==> src/mem_pkg.sv <==
`default_nettype none

package mem_pkg;

    // Core-side address and data widths
    localparam int ADDR_W   = 32;
    localparam int DATA_W   = 32;

    // Direct-mapped geometry, one word per line
    localparam int OFFSET_W = 2;
    localparam int INDEX_W  = 4;
    localparam int LINES    = 1 << INDEX_W;
    localparam int TAG_W    = ADDR_W - OFFSET_W - INDEX_W;

    // Load kinds as issued by the core
    typedef enum logic [2:0] {
        LOAD_NONE = 3'b000,
        LOAD_B_S  = 3'b010,
        LOAD_B_U  = 3'b011,
        LOAD_H_S  = 3'b100,
        LOAD_H_U  = 3'b101,
        LOAD_W    = 3'b110
    } load_op_e;

    // Store kinds
    typedef enum logic [1:0] {
        STORE_NONE = 2'b00,
        STORE_B    = 2'b01,
        STORE_H    = 2'b10,
        STORE_W    = 2'b11
    } store_op_e;

    // Data cache bus sequencer
    typedef enum logic [1:0] {
        ST_IDLE,
        ST_READ,
        ST_WRITE
    } cache_state_e;

endpackage

`default_nettype wire

==> src/bus_pkg.sv <==
`default_nettype none

package bus_pkg;

    // Wishbone word bus
    localparam int WB_ADR_W   = 30;
    localparam int WB_DAT_W   = 32;
    localparam int WB_SEL_W   = WB_DAT_W / 8;

    // On-chip SRAM size in words
    localparam int SRAM_AW    = 8;
    localparam int SRAM_DEPTH = 1 << SRAM_AW;

    // Current bus owner
    typedef enum logic [1:0] {
        GNT_NONE  = 2'b00,
        GNT_DATA  = 2'b01,
        GNT_INSTR = 2'b10
    } grant_e;

endpackage

`default_nettype wire

==> src/wb_if.sv <==
`default_nettype none

// Wishbone classic, single transfers only
interface wb_if;

    logic                          cyc;
    logic                          stb;
    logic                          we;
    logic [bus_pkg::WB_SEL_W-1:0]  sel;
    logic [bus_pkg::WB_ADR_W-1:0]  adr;
    logic [bus_pkg::WB_DAT_W-1:0]  dat_w;
    logic [bus_pkg::WB_DAT_W-1:0]  dat_r;
    logic                          ack;

    modport master (
        output cyc, stb, we, sel, adr, dat_w,
        input  dat_r, ack
    );

    modport slave (
        input  cyc, stb, we, sel, adr, dat_w,
        output dat_r, ack
    );

endinterface

`default_nettype wire

==> src/instr_cache.sv <==
`default_nettype none

module instr_cache (
    input  wire logic                          CLK,
    input  wire logic                          rst_n,
    input  wire logic                          fetch_req,
    input  wire logic [mem_pkg::ADDR_W-1:0]    fetch_addr,
    output logic                               fetch_ready,
    output logic                               fetch_valid,
    output logic [mem_pkg::DATA_W-1:0]         fetch_instr,
    wb_if.master                               bus
);

    logic                                cyc_q;
    logic [mem_pkg::TAG_W-1:0]           tag_mem  [mem_pkg::LINES];
    logic [mem_pkg::DATA_W-1:0]          data_mem [mem_pkg::LINES];
    logic [mem_pkg::LINES-1:0]           valid;

    logic                                accept;
    logic [mem_pkg::INDEX_W-1:0]         f_index;
    logic [mem_pkg::TAG_W-1:0]           f_tag;
    logic                                f_hit;
    logic [mem_pkg::INDEX_W-1:0]         fill_index;

    assign accept     = fetch_req && fetch_ready;
    assign f_index    = fetch_addr[mem_pkg::OFFSET_W +: mem_pkg::INDEX_W];
    assign f_tag      = fetch_addr[mem_pkg::ADDR_W-1 -: mem_pkg::TAG_W];
    assign f_hit      = valid[f_index] && (tag_mem[f_index] == f_tag);
    assign fill_index = bus.adr[mem_pkg::INDEX_W-1:0];

    // Busy for the whole miss
    always_ff @(posedge CLK or negedge rst_n)
    begin
        if (!rst_n)
        begin
            cyc_q       <= 1'b0;
            fetch_valid <= 1'b0;
            valid       <= '0;
        end
        else
        begin
            fetch_valid <= 1'b0;
            if (accept && f_hit)
            begin
                fetch_valid <= 1'b1;
            end
            else if (accept)
            begin
                cyc_q <= 1'b1;
            end
            else if (cyc_q && bus.ack)
            begin
                cyc_q             <= 1'b0;
                fetch_valid       <= 1'b1;
                valid[fill_index] <= 1'b1;
            end
        end
    end

    always_ff @(posedge CLK)
    begin
        if (accept)
        begin
            bus.adr     <= fetch_addr[mem_pkg::ADDR_W-1:mem_pkg::OFFSET_W];
            fetch_instr <= data_mem[f_index];
        end
        else if (cyc_q && bus.ack)
        begin
            fetch_instr          <= bus.dat_r;
            data_mem[fill_index] <= bus.dat_r;
            tag_mem[fill_index]  <= bus.adr[bus_pkg::WB_ADR_W-1:mem_pkg::INDEX_W];
        end
    end

    // Read-only master
    assign bus.cyc     = cyc_q;
    assign bus.stb     = cyc_q;
    assign bus.we      = 1'b0;
    assign bus.sel     = '1;
    assign bus.dat_w   = '0;
    assign fetch_ready = !cyc_q;

endmodule

`default_nettype wire

==> src/flat_wrapper.sv <==
// flat-port wrapper written by rule: the top's interface ports become plain ports
module instr_cache_flat 
  (CLK, rst_n, fetch_req, fetch_addr, fetch_ready, fetch_valid, fetch_instr, bus_cyc, bus_stb, bus_we, bus_sel, bus_adr, bus_dat_w, bus_dat_r, bus_ack);
  wb_if bus_i ();
  input  wire logic CLK;
  input  wire logic rst_n;
  input  wire logic fetch_req;
  input  wire logic [mem_pkg::ADDR_W-1:0] fetch_addr;
  output logic fetch_ready;
  output logic fetch_valid;
  output logic [mem_pkg::DATA_W-1:0] fetch_instr;
  output wire logic [$bits(bus_i.cyc)-1:0] bus_cyc;
  output wire logic [$bits(bus_i.stb)-1:0] bus_stb;
  output wire logic [$bits(bus_i.we)-1:0] bus_we;
  output wire logic [$bits(bus_i.sel)-1:0] bus_sel;
  output wire logic [$bits(bus_i.adr)-1:0] bus_adr;
  output wire logic [$bits(bus_i.dat_w)-1:0] bus_dat_w;
  input wire logic [$bits(bus_i.dat_r)-1:0] bus_dat_r;
  input wire logic [$bits(bus_i.ack)-1:0] bus_ack;
  assign bus_cyc = bus_i.cyc;
  assign bus_stb = bus_i.stb;
  assign bus_we = bus_i.we;
  assign bus_sel = bus_i.sel;
  assign bus_adr = bus_i.adr;
  assign bus_dat_w = bus_i.dat_w;
  assign bus_i.dat_r = bus_dat_r;
  assign bus_i.ack = bus_ack;
  instr_cache u_core (.CLK(CLK), .rst_n(rst_n), .fetch_req(fetch_req), .fetch_addr(fetch_addr), .fetch_ready(fetch_ready), .fetch_valid(fetch_valid), .fetch_instr(fetch_instr), .bus(bus_i));
endmodule
==> config.mk <==
export PLATFORM = sky130hd
export DESIGN_NAME = instr_cache_flat
export DESIGN_NICKNAME = d
export VERILOG_FILES = /design/src/mem_pkg.sv /design/src/bus_pkg.sv /design/src/wb_if.sv /design/src/instr_cache.sv /design/src/flat_wrapper.sv
export SDC_FILE = /design/constraint.sdc
export NUM_CORES = 1
export LEC_CHECK = 0
export BUFFER_PORTS_ARGS = -buffer_cell sky130_fd_sc_hd__buf_2
export CAP_MARGIN = 30
export CORE_MARGIN = 3
export CORE_UTILIZATION = 46
export CTS_CLUSTER_DIAMETER = 150
export DETAILED_ROUTE_END_ITERATION = 7
export GPL_TIMING_DRIVEN = 0
export SLEW_MARGIN = 10
export SYNTH_ARGS = -nofsm -noshare
export SYNTH_HDL_FRONTEND = slang
export SYNTH_SLANG_ARGS = --single-unit
==> constraint.sdc <==
create_clock -name CLK -period 6.85 [get_ports CLK]
set_input_delay 0.685 -clock CLK [delete_from_list [all_inputs] [get_ports CLK]]
set_output_delay 0.685 -clock CLK [all_outputs]
set_load 0.05 [all_outputs]
== Word-level counts from Yosys, hierarchy flattened ==
Memory sizes are Yosys's and may differ from the RTL's.
Cells that the tools add are included.
W data, S select, Z words.

* Equal/unequal tests: 1
* Reduce and logical (&&, ||, !) cells: 9
* Magnitude comparators: 3
* Multiplexer cells: 12
* Bitwise operators: 3

{| class="wikitable"
|+ Operators by type and width
! operator !! count
|-
| $mux W32 || 2
|-
| $eq A26 B26 Y1 || 1
|-
| $or A16 B16 Y16 || 1
|-
| $lt A4 B5 Y1 const B || 2
|-
| $mux W1 || 8
|-
| $logic_and A1 B1 Y1 || 5
|-
| $bmux W1 S4 || 1
|-
| $demux W1 S4 || 1
|-
| $ge A4 B1 Y1 const B || 1
|-
| $reduce_and A3 Y1 || 1
|-
| $not A1 Y1 || 2
|-
| $reduce_and A2 Y1 || 1
|-
| $reduce_bool A2 Y1 || 1
|-
| $logic_not A1 Y1 || 1
|}

* Memories: 2
* Output and inout port bits: 103
* Bits in writable memories: 928
* Flip-flop bits (word level): 80
* Word-level logic and storage cells: 35
* Input bits: 68

{| class="wikitable"
|+ Memory list
! memory !! words !! width !! read ports !! clocked after memory_dff !! wr ports !! line !! RTL
|-
| u_core.data_mem || 16 || 32 || 1 || 0 || 1 || instr_cache.sv:16 || <nowiki>logic [mem_pkg::DATA_W-1:0] data_mem [mem_pkg::LINES];</nowiki>
|-
| u_core.tag_mem || 16 || 26 || 1 || 0 || 1 || instr_cache.sv:15 || <nowiki>logic [mem_pkg::TAG_W-1:0] tag_mem [mem_pkg::LINES];</nowiki>
|}

== Longest topological paths before layout ==
* Depth after elaboration: 6
* Depth in mapped cells: 12
* Mapped depth without buffers: 8

== Worst setup path before layout ==
OpenSTA, ideal clock, no wires.

* Path kind: register to register
* Start point: register u_core.cyc_q, in the netlist u_core.bus.cyc
* End point: register u_core.valid[0] (netlist name)
* Cell stages (with the launch flop): 5
* Slack: 1066 ps
* Library setup time: 89 ps
* Arrival time: 5695 ps
* Required time: 6761 ps
* Clock period less this slack: 5784 ps
* Path buffers: 0
* Cells stage by stage: dfrtp_1 -> nand2_1 -> or3_1 -> nor3_1 -> or2_2

* Cells in the longest elaborated chain, start to end: 5
* Elaborated cells on any way between the ends: 7
* Classes of those cells: 2 x bitwise; 5 x reduce/logical

{| class="wikitable"
|+ Ends and longest elaborated chain
! item !! line !! RTL
|-
| from (decl) || instr_cache.sv:14 || <nowiki>logic cyc_q;</nowiki>
|-
| from (signal assigned) || instr_cache.sv:36 || <nowiki>cyc_q <= 1'b0;</nowiki>
|-
| from (signal assigned) || instr_cache.sv:49 || <nowiki>cyc_q <= 1'b1;</nowiki>
|-
| from (signal assigned) || instr_cache.sv:53 || <nowiki>cyc_q <= 1'b0;</nowiki>
|-
| $logic_not A1 Y1 || instr_cache.sv:81 || <nowiki>assign fetch_ready = !cyc_q;</nowiki>
|-
| $logic_and A1 B1 Y1 || instr_cache.sv:25 || <nowiki>assign accept = fetch_req && fetch_ready;</nowiki>
|-
| $logic_and A1 B1 Y1 || instr_cache.sv:43 || <nowiki>if (accept && f_hit)</nowiki>
|-
| $not A1 Y1 (no line) || - ||
|-
| $reduce_and A3 Y1 (no line) (*) || - ||
|-
| to (signal assigned) || instr_cache.sv:38 || <nowiki>valid <= '0;</nowiki>
|-
| to (signal, indexed assignment) || instr_cache.sv:55 || <nowiki>valid[fill_index] <= 1'b1;</nowiki>
|-
| to (decl) || instr_cache.sv:17 || <nowiki>logic [mem_pkg::LINES-1:0] valid;</nowiki>
|}

Mark *: on every way between the ends. The rest lies on a longest branch, timed or not.
A chain may end at the register's enable or synchronous reset.

== Worst setup path in the final report ==
* Start point: input fetch_addr[4] (netlist name)
* End point: register u_core.fetch_valid

* Cells in the longest elaborated chain, start to end: 5
* Elaborated cells on any way between the ends: 7
* Classes of those cells: 1 x eq/ne; 3 x mux; 2 x reduce/logical; 1 x memory

{| class="wikitable"
|+ Ends and longest elaborated chain
! item !! line !! RTL
|-
| from (decl) || flat_wrapper.sv:8 || <nowiki>input wire logic [mem_pkg::ADDR_W-1:0] fetch_addr;</nowiki>
|-
| $mem_v2 Z16 W26 or $bmux W1 S4 (tied branches) || - ||
|-
| $eq A26 B26 Y1 or $mux W1 (tied branches) || instr_cache.sv:28 || <nowiki>assign f_hit = valid[f_index] && (tag_mem[f_index] == f_tag);</nowiki>
|-
| $logic_and A1 B1 Y1 (*) || instr_cache.sv:28 ||
|-
| $logic_and A1 B1 Y1 (*) || instr_cache.sv:43 ||
|-
| $mux W1 (*) || instr_cache.sv:43 ||
|-
| to (signal assigned) || instr_cache.sv:37 || <nowiki>fetch_valid <= 1'b0;</nowiki>
|-
| to (signal assigned) || instr_cache.sv:42 || <nowiki>fetch_valid <= 1'b0;</nowiki>
|-
| to (signal assigned) || instr_cache.sv:45 || <nowiki>fetch_valid <= 1'b1;</nowiki>
|-
| to (decl) || instr_cache.sv:9 || <nowiki>output logic fetch_valid,</nowiki>
|}

Mark *: on every way between the ends. The rest lies on a longest branch, timed or not. The select of a mux whose other input is x is not followed.

==> summary.md <==
| Metric | Value |
|---|---|
| Status | finished, final reports clean |
| Seq/Total Area, Yosys | between 70% and 80% |
| Setup ws final | between 2000 and 3000 ps |
| Syn_area_per_cell | roughly 22 sq um |
| Leakage | 0.01521 uW |
| Setup crit end kind | register |
| Area share of the largest cell type after synthesis | around 76% |
| Vias in the first global route | approximately 20000 |
| Routed Wire Length | roughly 96000 microns |
| Maximum clock frequency | 0.2517 GHz |
| CP Class | in -> reg |
| Synthesis Warnings | 0 |
| Number of port buffers | approximately 130 |
| Critical path fanouts, max | 10 |
| CTS Buf Count | 100 |
| Cell Area, Synth | 38940 sq um |
| Pre-CTS WS | roughly 2100 ps |
| WP data required | approximately 7400 ps |
| Met2 usage | ~36% |
| Worst-Margin Slew | 1022 ps |
| Final worst path period share | about 58% |
| TritonCTS Sinks | ~1000 |
| Setup bufs post-CTS | 0 |
| Core area | approximately 84000 sq um |
| #FFs+latches synth | ~1000 |
| GR Layer Usage met3 | roughly 4.6% |
| Tmin final | slightly below 4000 ps |
| Die Ht | ~300 microns |
| Cell count after synthesis | about 1800 |
| Min-delay worst type | in -> reg |
| Synth area leaders | edfxtp_1 (76%), mux4_2 (14%), mux2i_1 (2.3%) |
| CTS H-tree lvls | 3 |
| IO Pins | 171 |
| Layer with the highest usage | met2 |
| Skew final | roughly 15 ps |
| Drt pass-1 iters | 5 |
| Antenna violations before repair | 2 |
| Wire per inst | a little under 30 microns |
| Net count reported at finish | between 2000 and 2500 |
| Antenna diodes | 0 |
| Most used flip-flop cell after synthesis | edfxtp_1 |
| Worst-path clk slew | ~60 ps |
| GR Util All Layers | a little over a fifth |
| Post-DRT Antenna Nets | 0 |
| Vias per inst | approximately 5.7 |
| Slew HR | 31.85% |
| Final setup violating endpoints | 0 |
| Cell area after layout | 45660 sq um |
| Startpoint types | input port |
| Die width | 297.0 microns |
| Max-Cap Viols | 0 |
| Final Hold Fails | 0 |
| GPL Wtd Cong | 0.7713 |
| DRC | 0 |
| Maximum root-to-sink buffer count | 3 |
| Layout cell share with drive strength beyond 1 | 32.65% |
| Max-slew violation count | 0 |
| Root buffer cell | clkbuf_16 |
| Worst VDD drop | approximately 0.19 mV |
| Crit path DAT | 4550 ps |
| Largest net degree at the start of global routing | 33 |
| Die Area | a little under 90000 sq um |
| Number of enable flip-flop cells after synthesis | ~1000 |
| Worst-skew pair later-pin latency | ~650 ps |
| RSZ-0062 raised after global routing | no |
| DRT iter0 DRCs | between 2000 and 2500 |
| Setup TNS | 0 ps |
| Placed Area | between 40000 and 50000 sq um |
| Post-synth ARST share | between 1.5 and 2% |
| M1 GR Usage | around 30% |
| WHS | approximately 230 ps |
| Pwr dens | approximately 290 nW/um^2 |
| Initial Util | 46.46% |
| Dominant cell type by area after synthesis | edfxtp_1 |
| Yosys cell types | 51 |
| Via count | 19000 |
| Synth-to-Final Area Change | 17.24% |
| Core Util, Final | between 50% and 60% |
| Global route overflow | 0 |
| Std cell rows | about 110 |
| CTS tree | built |
| Final HPWL DP | roughly 64000 microns |
| First-pass GRT wire length | ~140000 microns |
-- final cells by class --
class,instances,area (sq um)
fill,6445,38160
sequential,1008,30180
multi-input combinational,661,8278
clock buffer,133,2690
timing repair buffer,214,1967
tap,1134,1419
buffer,121,714.4
clock inverter,51,390.4
inverter,5,18.77
-- per-stage QoR --
stage	instances	total power (uW)
final	3327	13160
after global routing	3327	13600
after CTS	3327	13280
after detailed placement	3142	8139
after global placement	3060	8092
after floorplan	1795	7759
-- Yosys cell counts (5+ instances only) --
cell / count
nor3_1: 10
nor2_1: 27
clkbuf_1: 17
mux4_2: 238
dfrtp_1: 18
mux2_2: 9
nor2b_1: 7
or2_2: 16
nand3_1: 5
buf_1: 17
edfxtp_1: 990
mux2i_1: 90
a22o_1: 9
a22oi_1: 5
a221oi_1: 12
nand2_1: 110
xnor2_1: 14
buf_4: 49
buf_2: 34
o21ai_0: 6
xor2_1: 22
-- per-layer routing --
metal	up-vias	part of all wire (%)
li1	7943	-
met1	10180	42
met2	711	49
met3	159	6.8
met4	2	2.6
met5	-	0.012
-- registers in the layout, summed over array words and instances (netlist names) --
signal,flops
u_core.fetch_instr,32
u_core.bus.cyc,1
u_core.fetch_valid,1
u_core.data_mem,512
u_core.tag_mem,416
u_core.bus.adr,30
u_core.valid,16
-- cells in the final DEF (no fill, tap or decap), types with 12 or more instances in the layout --
cell,netlist,routed
a221oi_1,12,12
buf_1,17,17
buf_12,0,27
buf_16,0,14
buf_2,34,165
buf_4,49,75
buf_6,4,16
clkbuf_1,17,46
clkbuf_16,0,103
clkinv_1,1,25
clkinv_2,0,15
conb_1,2,37
dfrtp_1,18,18
edfxtp_1,990,990
mux2i_1,90,90
mux4_2,238,238
nand2_1,110,109
nor2_1,27,15
nor2_4,0,12
or2_2,16,16
xnor2_1,14,14
xor2_1,22,22
-- power breakdown --
part	switching, uW	total, uW	internal (uW)
Clock	2220	5170	2940
Combinational	642	988	346
Sequential	84.4	7010	6930
Total	2950	13200	10200
-- critical path: stages --
cell      delay, ps
buf_2           130
buf_4           250
buf_4           280
buf_2           430
clkbuf_1        750
nor2_1          130
a221oi_1        500
o211ai_1        160
nor4_1          480
nor4b_2         520
a22o_1          210
-- path summary, 6_finish.rpt --
kind	start	endpoint	slack [ps]	cells after the start
worst max-delay path	fetch_addr[4]	u_core.fetch_valid$_DFF_PN0_	2880	11
worst min-delay path	fetch_addr[28]	u_core.bus.adr[26]$_DFFE_PP_	230	1
worst max register to register	u_core.bus.cyc$_DFFE_PN0P_	u_core.data_mem[0][10]$_DFFE_PP_	3560	7
worst min register to register	u_core.valid[10]$_DFFE_PN0P_	u_core.valid[10]$_DFFE_PN0P_	470	1
max in group asynchronous	rst_n	u_core.valid[15]$_DFFE_PN0P_	5920	2
min in group asynchronous	rst_n	u_core.bus.cyc$_DFFE_PN0P_	630	2
-- kinds of logic after synthesis --
group                     Yosys count  share of synthesized area, %
AOI/OAI and AO/OA                  59                         1.224
xor gates and xnor gates           36                        0.8097
buffers and inverters             126                         1.873
DFF                              1008                         77.50
muxes                             338                         16.41
other                               2                       0.01928
and+or+nand+nor                   191                         2.172
-- what timing repair did --
action | in CTS | in global routing
hold endpoints to repair | 18 | 0
hold buffers | 1 | 0
gates resized for setup | 0 | 0
Power figures use the tool's default switching activity.
