**src/mem_pkg.sv**
```systemverilog
`default_nettype none

package mem_pkg;

    // Core-side address and data widths
    localparam int ADDR_W   = 32;
    localparam int DATA_W   = 32;

    // Direct-mapped geometry, one word per line
    localparam int OFFSET_W = 2;
    localparam int INDEX_W  = 4;
    localparam int LINES    = 1 << INDEX_W;
    localparam int TAG_W    = ADDR_W - OFFSET_W - INDEX_W;

    // Load kinds as issued by the core
    typedef enum logic [2:0] {
        LOAD_NONE = 3'b000,
        LOAD_B_S  = 3'b010,
        LOAD_B_U  = 3'b011,
        LOAD_H_S  = 3'b100,
        LOAD_H_U  = 3'b101,
        LOAD_W    = 3'b110
    } load_op_e;

    // Store kinds
    typedef enum logic [1:0] {
        STORE_NONE = 2'b00,
        STORE_B    = 2'b01,
        STORE_H    = 2'b10,
        STORE_W    = 2'b11
    } store_op_e;

    // Data cache bus sequencer
    typedef enum logic [1:0] {
        ST_IDLE,
        ST_READ,
        ST_WRITE
    } cache_state_e;

endpackage

`default_nettype wire

```
**src/bus_pkg.sv**
```systemverilog
`default_nettype none

package bus_pkg;

    // Wishbone word bus
    localparam int WB_ADR_W   = 30;
    localparam int WB_DAT_W   = 32;
    localparam int WB_SEL_W   = WB_DAT_W / 8;

    // On-chip SRAM size in words
    localparam int SRAM_AW    = 8;
    localparam int SRAM_DEPTH = 1 << SRAM_AW;

    // Current bus owner
    typedef enum logic [1:0] {
        GNT_NONE  = 2'b00,
        GNT_DATA  = 2'b01,
        GNT_INSTR = 2'b10
    } grant_e;

endpackage

`default_nettype wire

```
**src/wb_if.sv**
```systemverilog
`default_nettype none

// Wishbone classic, single transfers only
interface wb_if;

    logic                          cyc;
    logic                          stb;
    logic                          we;
    logic [bus_pkg::WB_SEL_W-1:0]  sel;
    logic [bus_pkg::WB_ADR_W-1:0]  adr;
    logic [bus_pkg::WB_DAT_W-1:0]  dat_w;
    logic [bus_pkg::WB_DAT_W-1:0]  dat_r;
    logic                          ack;

    modport master (
        output cyc, stb, we, sel, adr, dat_w,
        input  dat_r, ack
    );

    modport slave (
        input  cyc, stb, we, sel, adr, dat_w,
        output dat_r, ack
    );

endinterface

`default_nettype wire

```
**src/data_cache.sv**
```systemverilog
`default_nettype none

module data_cache (
    input  wire logic                          CLK,
    input  wire logic                          rst_n,
    input  wire logic [mem_pkg::ADDR_W-1:0]    read_addr,
    input  wire mem_pkg::load_op_e             load_op,
    input  wire logic [mem_pkg::ADDR_W-1:0]    write_addr,
    input  wire logic [mem_pkg::DATA_W-1:0]    write_data,
    input  wire mem_pkg::store_op_e            store_op,
    output logic                               dc_ready,
    output logic                               load_valid,
    output logic [mem_pkg::DATA_W-1:0]         load_data,
    wb_if.master                               bus
);

    mem_pkg::cache_state_e               state;
    logic                                cyc_q;

    logic [mem_pkg::TAG_W-1:0]           tag_mem  [mem_pkg::LINES];
    logic [mem_pkg::DATA_W-1:0]          data_mem [mem_pkg::LINES];
    logic [mem_pkg::LINES-1:0]           valid;

    logic [mem_pkg::INDEX_W-1:0]         rd_index;
    logic [mem_pkg::TAG_W-1:0]           rd_tag;
    logic                                rd_hit;
    logic [mem_pkg::INDEX_W-1:0]         bus_index;
    logic [mem_pkg::TAG_W-1:0]           bus_tag;
    logic                                bus_hit;

    logic [bus_pkg::WB_SEL_W-1:0]        st_sel;
    logic [bus_pkg::WB_DAT_W-1:0]        st_data;
    mem_pkg::load_op_e                   req_load;
    logic [mem_pkg::OFFSET_W-1:0]        req_off;

    // Byte or half pick by offset, then extend
    function automatic logic [mem_pkg::DATA_W-1:0] extract_load(
        input mem_pkg::load_op_e               op,
        input logic [mem_pkg::OFFSET_W-1:0]    off,
        input logic [mem_pkg::DATA_W-1:0]      word
    );
        logic [7:0]                  byte_v;
        logic [15:0]                 half_v;
        logic [mem_pkg::DATA_W-1:0]  result;
        byte_v = word[{off, 3'b000} +: 8];
        half_v = word[{off[1], 4'b0000} +: 16];
        case (op)
            mem_pkg::LOAD_B_S: result = {{24{byte_v[7]}}, byte_v};
            mem_pkg::LOAD_B_U: result = {24'b0, byte_v};
            mem_pkg::LOAD_H_S: result = {{16{half_v[15]}}, half_v};
            mem_pkg::LOAD_H_U: result = {16'b0, half_v};
            default:           result = word;
        endcase
        return result;
    endfunction

    ////////////////////////////////////////////////////////////
    // Lookup
    ////////////////////////////////////////////////////////////

    assign rd_index  = read_addr[mem_pkg::OFFSET_W +: mem_pkg::INDEX_W];
    assign rd_tag    = read_addr[mem_pkg::ADDR_W-1 -: mem_pkg::TAG_W];
    assign rd_hit    = valid[rd_index] && (tag_mem[rd_index] == rd_tag);

    // Line addressed by the cycle in flight
    assign bus_index = bus.adr[mem_pkg::INDEX_W-1:0];
    assign bus_tag   = bus.adr[bus_pkg::WB_ADR_W-1:mem_pkg::INDEX_W];
    assign bus_hit   = valid[bus_index] && (tag_mem[bus_index] == bus_tag);

    // Lane-replicated store data, selects pick the bytes
    always_comb
    begin
        st_sel  = '1;
        st_data = write_data;
        case (store_op)
            mem_pkg::STORE_B:
            begin
                st_sel  = 4'b0001 << write_addr[1:0];
                st_data = {4{write_data[7:0]}};
            end
            mem_pkg::STORE_H:
            begin
                st_sel  = write_addr[1] ? 4'b1100 : 4'b0011;
                st_data = {2{write_data[15:0]}};
            end
            default:
            begin
                st_sel  = '1;
                st_data = write_data;
            end
        endcase
    end

    ////////////////////////////////////////////////////////////
    // Control FSM
    ////////////////////////////////////////////////////////////

    always_ff @(posedge CLK or negedge rst_n)
    begin
        if (!rst_n)
        begin
            state      <= mem_pkg::ST_IDLE;
            cyc_q      <= 1'b0;
            load_valid <= 1'b0;
            valid      <= '0;
        end
        else
        begin
            load_valid <= 1'b0;
            case (state)
                mem_pkg::ST_IDLE:
                begin
                    if (store_op != mem_pkg::STORE_NONE)
                    begin
                        state <= mem_pkg::ST_WRITE;
                        cyc_q <= 1'b1;
                    end
                    else if (load_op != mem_pkg::LOAD_NONE)
                    begin
                        if (rd_hit)
                        begin
                            load_valid <= 1'b1;
                        end
                        else
                        begin
                            state <= mem_pkg::ST_READ;
                            cyc_q <= 1'b1;
                        end
                    end
                end
                mem_pkg::ST_READ:
                begin
                    if (bus.ack)
                    begin
                        state            <= mem_pkg::ST_IDLE;
                        cyc_q            <= 1'b0;
                        load_valid       <= 1'b1;
                        valid[bus_index] <= 1'b1;
                    end
                end
                default:
                begin
                    if (bus.ack)
                    begin
                        state <= mem_pkg::ST_IDLE;
                        cyc_q <= 1'b0;
                    end
                end
            endcase
        end
    end

    // Request capture, line arrays and returned data
    always_ff @(posedge CLK)
    begin
        if (state == mem_pkg::ST_IDLE)
        begin
            if (store_op != mem_pkg::STORE_NONE)
            begin
                bus.we    <= 1'b1;
                bus.adr   <= write_addr[mem_pkg::ADDR_W-1:mem_pkg::OFFSET_W];
                bus.sel   <= st_sel;
                bus.dat_w <= st_data;
            end
            else if (load_op != mem_pkg::LOAD_NONE)
            begin
                bus.we   <= 1'b0;
                bus.adr  <= read_addr[mem_pkg::ADDR_W-1:mem_pkg::OFFSET_W];
                bus.sel  <= '1;
                req_load <= load_op;
                req_off  <= read_addr[mem_pkg::OFFSET_W-1:0];
                if (rd_hit)
                begin
                    load_data <= extract_load(load_op, read_addr[1:0], data_mem[rd_index]);
                end
            end
        end
        else if (state == mem_pkg::ST_READ && bus.ack)
        begin
            load_data           <= extract_load(req_load, req_off, bus.dat_r);
            data_mem[bus_index] <= bus.dat_r;
            tag_mem[bus_index]  <= bus_tag;
        end
        else if (state == mem_pkg::ST_WRITE && bus.ack && bus_hit)
        begin
            // Write-through hit, merge the stored lanes
            for (int i = 0; i < bus_pkg::WB_SEL_W; i++)
            begin
                if (bus.sel[i])
                begin
                    data_mem[bus_index][8*i +: 8] <= bus.dat_w[8*i +: 8];
                end
            end
        end
    end

    assign bus.cyc  = cyc_q;
    assign bus.stb  = cyc_q;
    assign dc_ready = (state == mem_pkg::ST_IDLE);

endmodule

`default_nettype wire

```
**src/flat_wrapper.sv**
```systemverilog
// flat-port wrapper written by rule: the top's interface ports become plain ports
module data_cache_flat 
  (CLK, rst_n, read_addr, load_op, write_addr, write_data, store_op, dc_ready, load_valid, load_data, bus_cyc, bus_stb, bus_we, bus_sel, bus_adr, bus_dat_w, bus_dat_r, bus_ack);
  wb_if bus_i ();
  input  wire logic CLK;
  input  wire logic rst_n;
  input  wire logic [mem_pkg::ADDR_W-1:0] read_addr;
  input  wire mem_pkg::load_op_e load_op;
  input  wire logic [mem_pkg::ADDR_W-1:0] write_addr;
  input  wire logic [mem_pkg::DATA_W-1:0] write_data;
  input  wire mem_pkg::store_op_e store_op;
  output logic dc_ready;
  output logic load_valid;
  output logic [mem_pkg::DATA_W-1:0] load_data;
  output wire logic [$bits(bus_i.cyc)-1:0] bus_cyc;
  output wire logic [$bits(bus_i.stb)-1:0] bus_stb;
  output wire logic [$bits(bus_i.we)-1:0] bus_we;
  output wire logic [$bits(bus_i.sel)-1:0] bus_sel;
  output wire logic [$bits(bus_i.adr)-1:0] bus_adr;
  output wire logic [$bits(bus_i.dat_w)-1:0] bus_dat_w;
  input wire logic [$bits(bus_i.dat_r)-1:0] bus_dat_r;
  input wire logic [$bits(bus_i.ack)-1:0] bus_ack;
  assign bus_cyc = bus_i.cyc;
  assign bus_stb = bus_i.stb;
  assign bus_we = bus_i.we;
  assign bus_sel = bus_i.sel;
  assign bus_adr = bus_i.adr;
  assign bus_dat_w = bus_i.dat_w;
  assign bus_i.dat_r = bus_dat_r;
  assign bus_i.ack = bus_ack;
  data_cache u_core (.CLK(CLK), .rst_n(rst_n), .read_addr(read_addr), .load_op(load_op), .write_addr(write_addr), .write_data(write_data), .store_op(store_op), .dc_ready(dc_ready), .load_valid(load_valid), .load_data(load_data), .bus(bus_i));
endmodule
```
**config.mk**
```make
export PLATFORM = sky130hd
export DESIGN_NAME = data_cache_flat
export DESIGN_NICKNAME = d
export VERILOG_FILES = /design/src/mem_pkg.sv /design/src/bus_pkg.sv /design/src/wb_if.sv /design/src/data_cache.sv /design/src/flat_wrapper.sv
export SDC_FILE = /design/constraint.sdc
export NUM_CORES = 1
export LEC_CHECK = 0
export BUFFER_PORTS_ARGS = -buffer_cell sky130_fd_sc_hd__buf_4
export CAP_MARGIN = 15
export CORE_AREA = 2 2 289 291
export CTS_BUF_LIST = sky130_fd_sc_hd__clkbuf_16
export DETAILED_ROUTE_END_ITERATION = 10
export DIE_AREA = 0 0 291 293
export GPL_ROUTABILITY_DRIVEN = 0
export PLACE_DENSITY = 0.71
export SLEW_MARGIN = 15
export SYNTH_ARGS = -nofsm -noshare
export SYNTH_HDL_FRONTEND = slang
export SYNTH_SLANG_ARGS = --single-unit
```
**constraint.sdc**
```tcl
create_clock -name CLK -period 6.8 [get_ports CLK]
set_clock_uncertainty 0.2 [all_clocks]
set_input_delay 0.34 -clock CLK [delete_from_list [all_inputs] [get_ports CLK]]
set_output_delay 0.34 -clock CLK [all_outputs]
set_load 0.02 [all_outputs]
```
* Yosys cells after proc, flatten, opt, wreduce, memory -nomap -nowiden
Memory sizes are Yosys's and may differ from the RTL's. A register that Yosys moved wholly into a read port is not among the register bits.
Index checks and enable logic that the tools add are counted.
** Cells by class
- Add/subtract/negate cells :: 0
- Multiply operators :: 0
- Divide/modulo/power cells :: 0
- Order comparisons :: 3
- Eq/ne operators :: 19
- Shift operators :: 5
- Muxes and demuxes :: 64
- Bitwise gates (word level) :: 6
- Reductions and logical operators :: 18
** Operator list (count)
- $pmux W32 S4 :: 2
- $mux W32 :: 5
- $pmux W32 S2 :: 1
- $shiftx A32 B6 Y16 :: 2
- $shiftx A32 B6 Y8 :: 2
- $mux W30 :: 2
- $eq A26 B26 Y1 :: 2
- $mux W1 :: 36
- $mux W8 :: 4
- $mux W4 :: 4
- $or A16 B16 Y16 :: 1
- $eq A3 B2 Y1 const B :: 4
- $eq A3 B3 Y1 const B :: 4
- $lt A4 B5 Y1 const B :: 2
- $mux W2 :: 5
- $bmux W1 S4 :: 2
- $pmux W4 S2 :: 1
- $reduce_bool A2 Y1 :: 4
- $logic_and A1 B1 Y1 :: 6
- $reduce_and A2 Y1 :: 3
- $reduce_and A3 Y1 :: 2
- $demux W1 S4 :: 1
- $eq A2 B1 Y1 const B :: 2
- $eq A2 B2 Y1 const B :: 2
- other kinds (12) :: 16
** Word-level totals
- Bits in registers :: 124
- Bits in latches :: 0
- Bits in writable memories :: 928
- Bits in read-only memories :: 0
- Output and inout bits :: 103
- Logic and storage cells :: 128
- Memories kept :: 2
** Memories
- u_core.data_mem :: words 16, bits a word 32, rd ports 1, clocked after memory_dff 0, write ports 1, RTL line data_cache.sv:21 : logic [mem_pkg::DATA_W-1:0] data_mem [mem_pkg::LINES];
- u_core.tag_mem :: words 16, bits a word 26, rd ports 2, clocked after memory_dff 1, write ports 1, RTL line data_cache.sv:20 : logic [mem_pkg::TAG_W-1:0] tag_mem [mem_pkg::LINES];

* Depth between registers and ports, before layout
- Depth after elaboration :: 9
- Mapped depth :: 14

* Worst setup path after synthesis
OpenSTA, ideal clock, no wires.
- Path kind :: input port to flip-flop
- From :: in read_addr[3] (netlist name)
- To :: reg u_core.load_data[0] (netlist name), enable pin
- Library setup time :: 0.425 ns
- Arrival :: 4.537 ns
- Required time :: 6.175 ns
- Setup slack :: 1.638 ns
- Stages on the path :: 9
- Buffers on the path :: 2
- Cell sequence :: buf_2 clkbuf_1 mux4_2 mux4_2 xnor2_1 nand4_1 or4_1 or4_1 o21ai_1
** On the way
- Cells in the longest elaborated chain, start to end :: 5
** Ends and longest elaborated chain
- from (decl) :: RTL line flat_wrapper.sv:7 : input wire logic [mem_pkg::ADDR_W-1:0] read_addr;
- $mem_v2 Z16 W26 / $bmux W1 S4 (equally long branches)
- $eq A26 B26 Y1 / $mux W1 (equally long branches) :: RTL line data_cache.sv:63 : assign rd_hit = valid[rd_index] && (tag_mem[rd_index] == rd_tag);
- $logic_and A1 B1 Y1 (*) :: RTL line data_cache.sv:63
- $ne A2 B1 Y1 (no line) (*)
- $reduce_and A4 Y1 (no line) (*)
- to (signal assigned) :: RTL line data_cache.sv:174 : load_data <= extract_load(load_op, read_addr[1:0], data_mem[rd_index]);
- to (signal assigned) :: RTL line data_cache.sv:180 : load_data <= extract_load(req_load, req_off, bus.dat_r);
- to (decl) :: RTL line data_cache.sv:13 : output logic [mem_pkg::DATA_W-1:0] load_data,
Every way passes the cells marked *; elsewhere a longest branch is shown, timed or not. The select of a mux whose other input is x is not followed.
A chain may end at the register's enable or synchronous reset.

==> metrics.txt <==
status=completed; Syn Inst Count=between 2000 and 2500; Post-synth EDFFs=around 1000; syn_area_per_cell=~19 µm²; Starting DRT DRC Count=between 3000 and 4000; fin area=53900 µm²; area occupied by multi-input gates=approximately 14000 µm²; Cell Area, Synth=roughly 46000 µm²; row cnt=105; Wirelength per Cell=roughly 33 µm; total core area=81800 µm²; Max Clk Rate=around 0.19 GHz; effective utilization at floorplan=approximately 57%; drt first pass iters=6; max_cap viols=0; commonest non-fill, non-tap cell in the layout=edfxtp_1; die area=about 85000 µm²; Setup crit end kind=flop; post-route antenna net violation count=0; Synth Flop Type=edfxtp_1; largest net degree at the start of global routing=85; Arr. time, crit path=5420 ps; Critical Path Fanout Max=42; Seq/Total Area, Yosys=between 60% and 70%; Hold Worst Slack=between 30 and 40 ps; FFs w/ async S/R, synth=about 1.9%; first-pass GRT wire length=around 190000 µm; I/O pins=roughly 240; antenna violations before repair=2; CTS tree=yes; synthesis-to-finish area growth=16.4%; Pleak=roughly 0.018 µW; Final nets=approximately 3000; RSZ-0062 raised after global routing=false; Die X=around 290 µm; critical path type=reg -> reg; R2R setup slack=approximately 1500 ps; final worst path period need=roughly 5300 ps; final core area utilization=between 60% and 70%; via count=roughly 27000; pre-CTS WS=about 1500 ps; clock slew at reported path FFs=roughly 70 ps; CTS max path bufs=3; number of global-route vias before repair=27100; grt ovf=0; Post-route DRC=0; worst skew pair latency=670 ps; number of port buffers=approximately 240; Post-Route WL=around 130000 µm; Setup-failing EPs final=0; final count of hold timing violations=0; Sequential Area=about 32000 µm²; share of layout cells above drive strength 1=between 30% and 40%; worst vdd ir=around 0.24 mV; Hold WC Path Type=in -> reg; final worst slack=~1500 ps; Vias/cell=6.84; max-slew violation count=0; hold path start=bus_dat_r[14]; CTS buffer count=104; Yosys Warn Count=0; Cell variety after synth=between 50 and 60; Chip Height=~290 µm; Critical Path Start Type=flop; Total Neg Setup Slack=0 ps; PD cells=roughly 320 nW/µm²; Mapped Nets=around 2500; most frequent cells in the layout=edfxtp_1 (1032), mux4_2 (376), buf_4 (293); placed wire-length estimate=just over 80000 µm; actual slew at the worst max-slew pin=~1200 ps; Final period util=78.4%; Clock Root Buffer=clkbuf_16; Seq cells post-synth=around 1100; placed cell area=roughly 49000 µm²; GR Util All Layers=between 30% and 40%; CTS H-Tree Depth=3; Fillers=between 5000 and 6000; Max-slew headroom=20.0%; data required time of the worst path=~6900 ps; CTS sink count=approximately 1100
==> synth_stat cells, drive strengths merged, types with 6 or more instances <==
library cell	number	share of area [%]
a31oi	12	0.16
nor3	10	0.11
mux4	376	18
inv	32	0.26
a22o	19	0.36
a21oi	98	1.1
nor2	64	0.52
a211oi	6	0.097
o221ai	7	0.13
mux2	81	2.0
xnor2	46	0.87
nand4	12	0.16
xor2	8	0.15
dfrtp	20	1.1
nand2b	7	0.095
o22ai	21	0.28
clkbuf	61	0.49
o31a	7	0.13
nand2	83	0.67
o21ai	38	0.41
a221oi	17	0.32
a22oi	33	0.53
nand3	32	0.35
nor2b	20	0.27
edfxtp	1032	67
buf	95	1.1
mux2i	91	2.0
or2	18	0.24
==> path summary, 6_finish.rpt <==
check | end | depth (start not counted)
max | u_core.data_mem[3][27] | 9
min | u_core.load_data[6] | 4
max reg2reg | u_core.data_mem[3][27] | 9
min reg2reg | u_core.valid[0] | 1
max in group asynchronous | u_core.valid[0] | 3
min in group asynchronous | u_core.valid[8] | 3
==> worst max-delay path, stage by stage (launching register included) <==
cell      delay, ps
dfxtp_4         830
mux4_2          580
mux2_2          310
and3_1          200
a311oi_1        350
nand4b_1        340
nor4_2          800
nand4_1         250
buf_4           310
a21oi_1         740
==> cells by family (layout without fill, tap and decap cells) <==
| kind of cell | after synthesis | after routing | share of synthesized area, % |
|---|---|---|---|
| other cells | 0 | 1 | 0 |
| buf+inv | 188 | 648 | 1.83 |
| xor+xnor | 54 | 54 | 1.02 |
| flops | 1056 | 1056 | 68.1 |
| fa+ha+maj | 3 | 3 | 0.0810 |
| mux | 548 | 548 | 22.2 |
| simple gates | 265 | 265 | 2.74 |
| compound gates | 285 | 285 | 3.99 |
==> repair_timing <==
action	4_1_cts	5_1_grt
hold buffers	131	0
resized for setup	0	0
hold endpoints to repair	129	0
setup buffers	0	0
==> power by group <==
part / internal [µW] / total (µW) / switching [µW]
clock network: 3090 / 5520 / 2440
registers: 7730 / 8410 / 680
logic: 1590 / 3540 / 1950
==> metrics by stage <==
step                      instances  total power, µW
after CTS                      3929            17500
after global placement         3609            11900
final                          3930            17500
after floorplan                2399            10600
after detailed placement       3609            12000
after global routing           3929            18000
==> metal layers <==
layer	wire [µm]	up-vias	GRT usage, %	part of all wire, %
li1	-	10825	-	-
met1	48000	13972	41.0	37
met2	63200	1755	50.2	49
met4	5350	0	11.7	4.2
met5	0	-	0	0
met3	12100	315	5.64	9.4
==> flip-flops by register name, summed over array words and instances, names as in the netlist, named ones only <==
signal	count
u_core.load_valid	1
u_core.valid	16
u_core.req_load	3
u_core.bus.sel	4
u_core.load_data	32
u_core.state	2
u_core.bus.dat_w	32
u_core.data_mem	512
u_core.bus.adr	30
u_core.tag_mem	416
u_core.req_off	2
u_core.bus.cyc	1
u_core.bus.we	1
==> area by class of cell <==
type	count	share of cell area, %
Multi-Input combinational cell	1155	26.1
Sequential cell	1056	58.6
Inverter	32	0.223
Clock buffer	106	4.92
Timing Repair Buffer	427	6.59
Antenna cell	1	0.00464
Clock inverter	83	1.11
Tap cell	1070	2.48
Note: power is estimated with default switching activity, not from simulation.
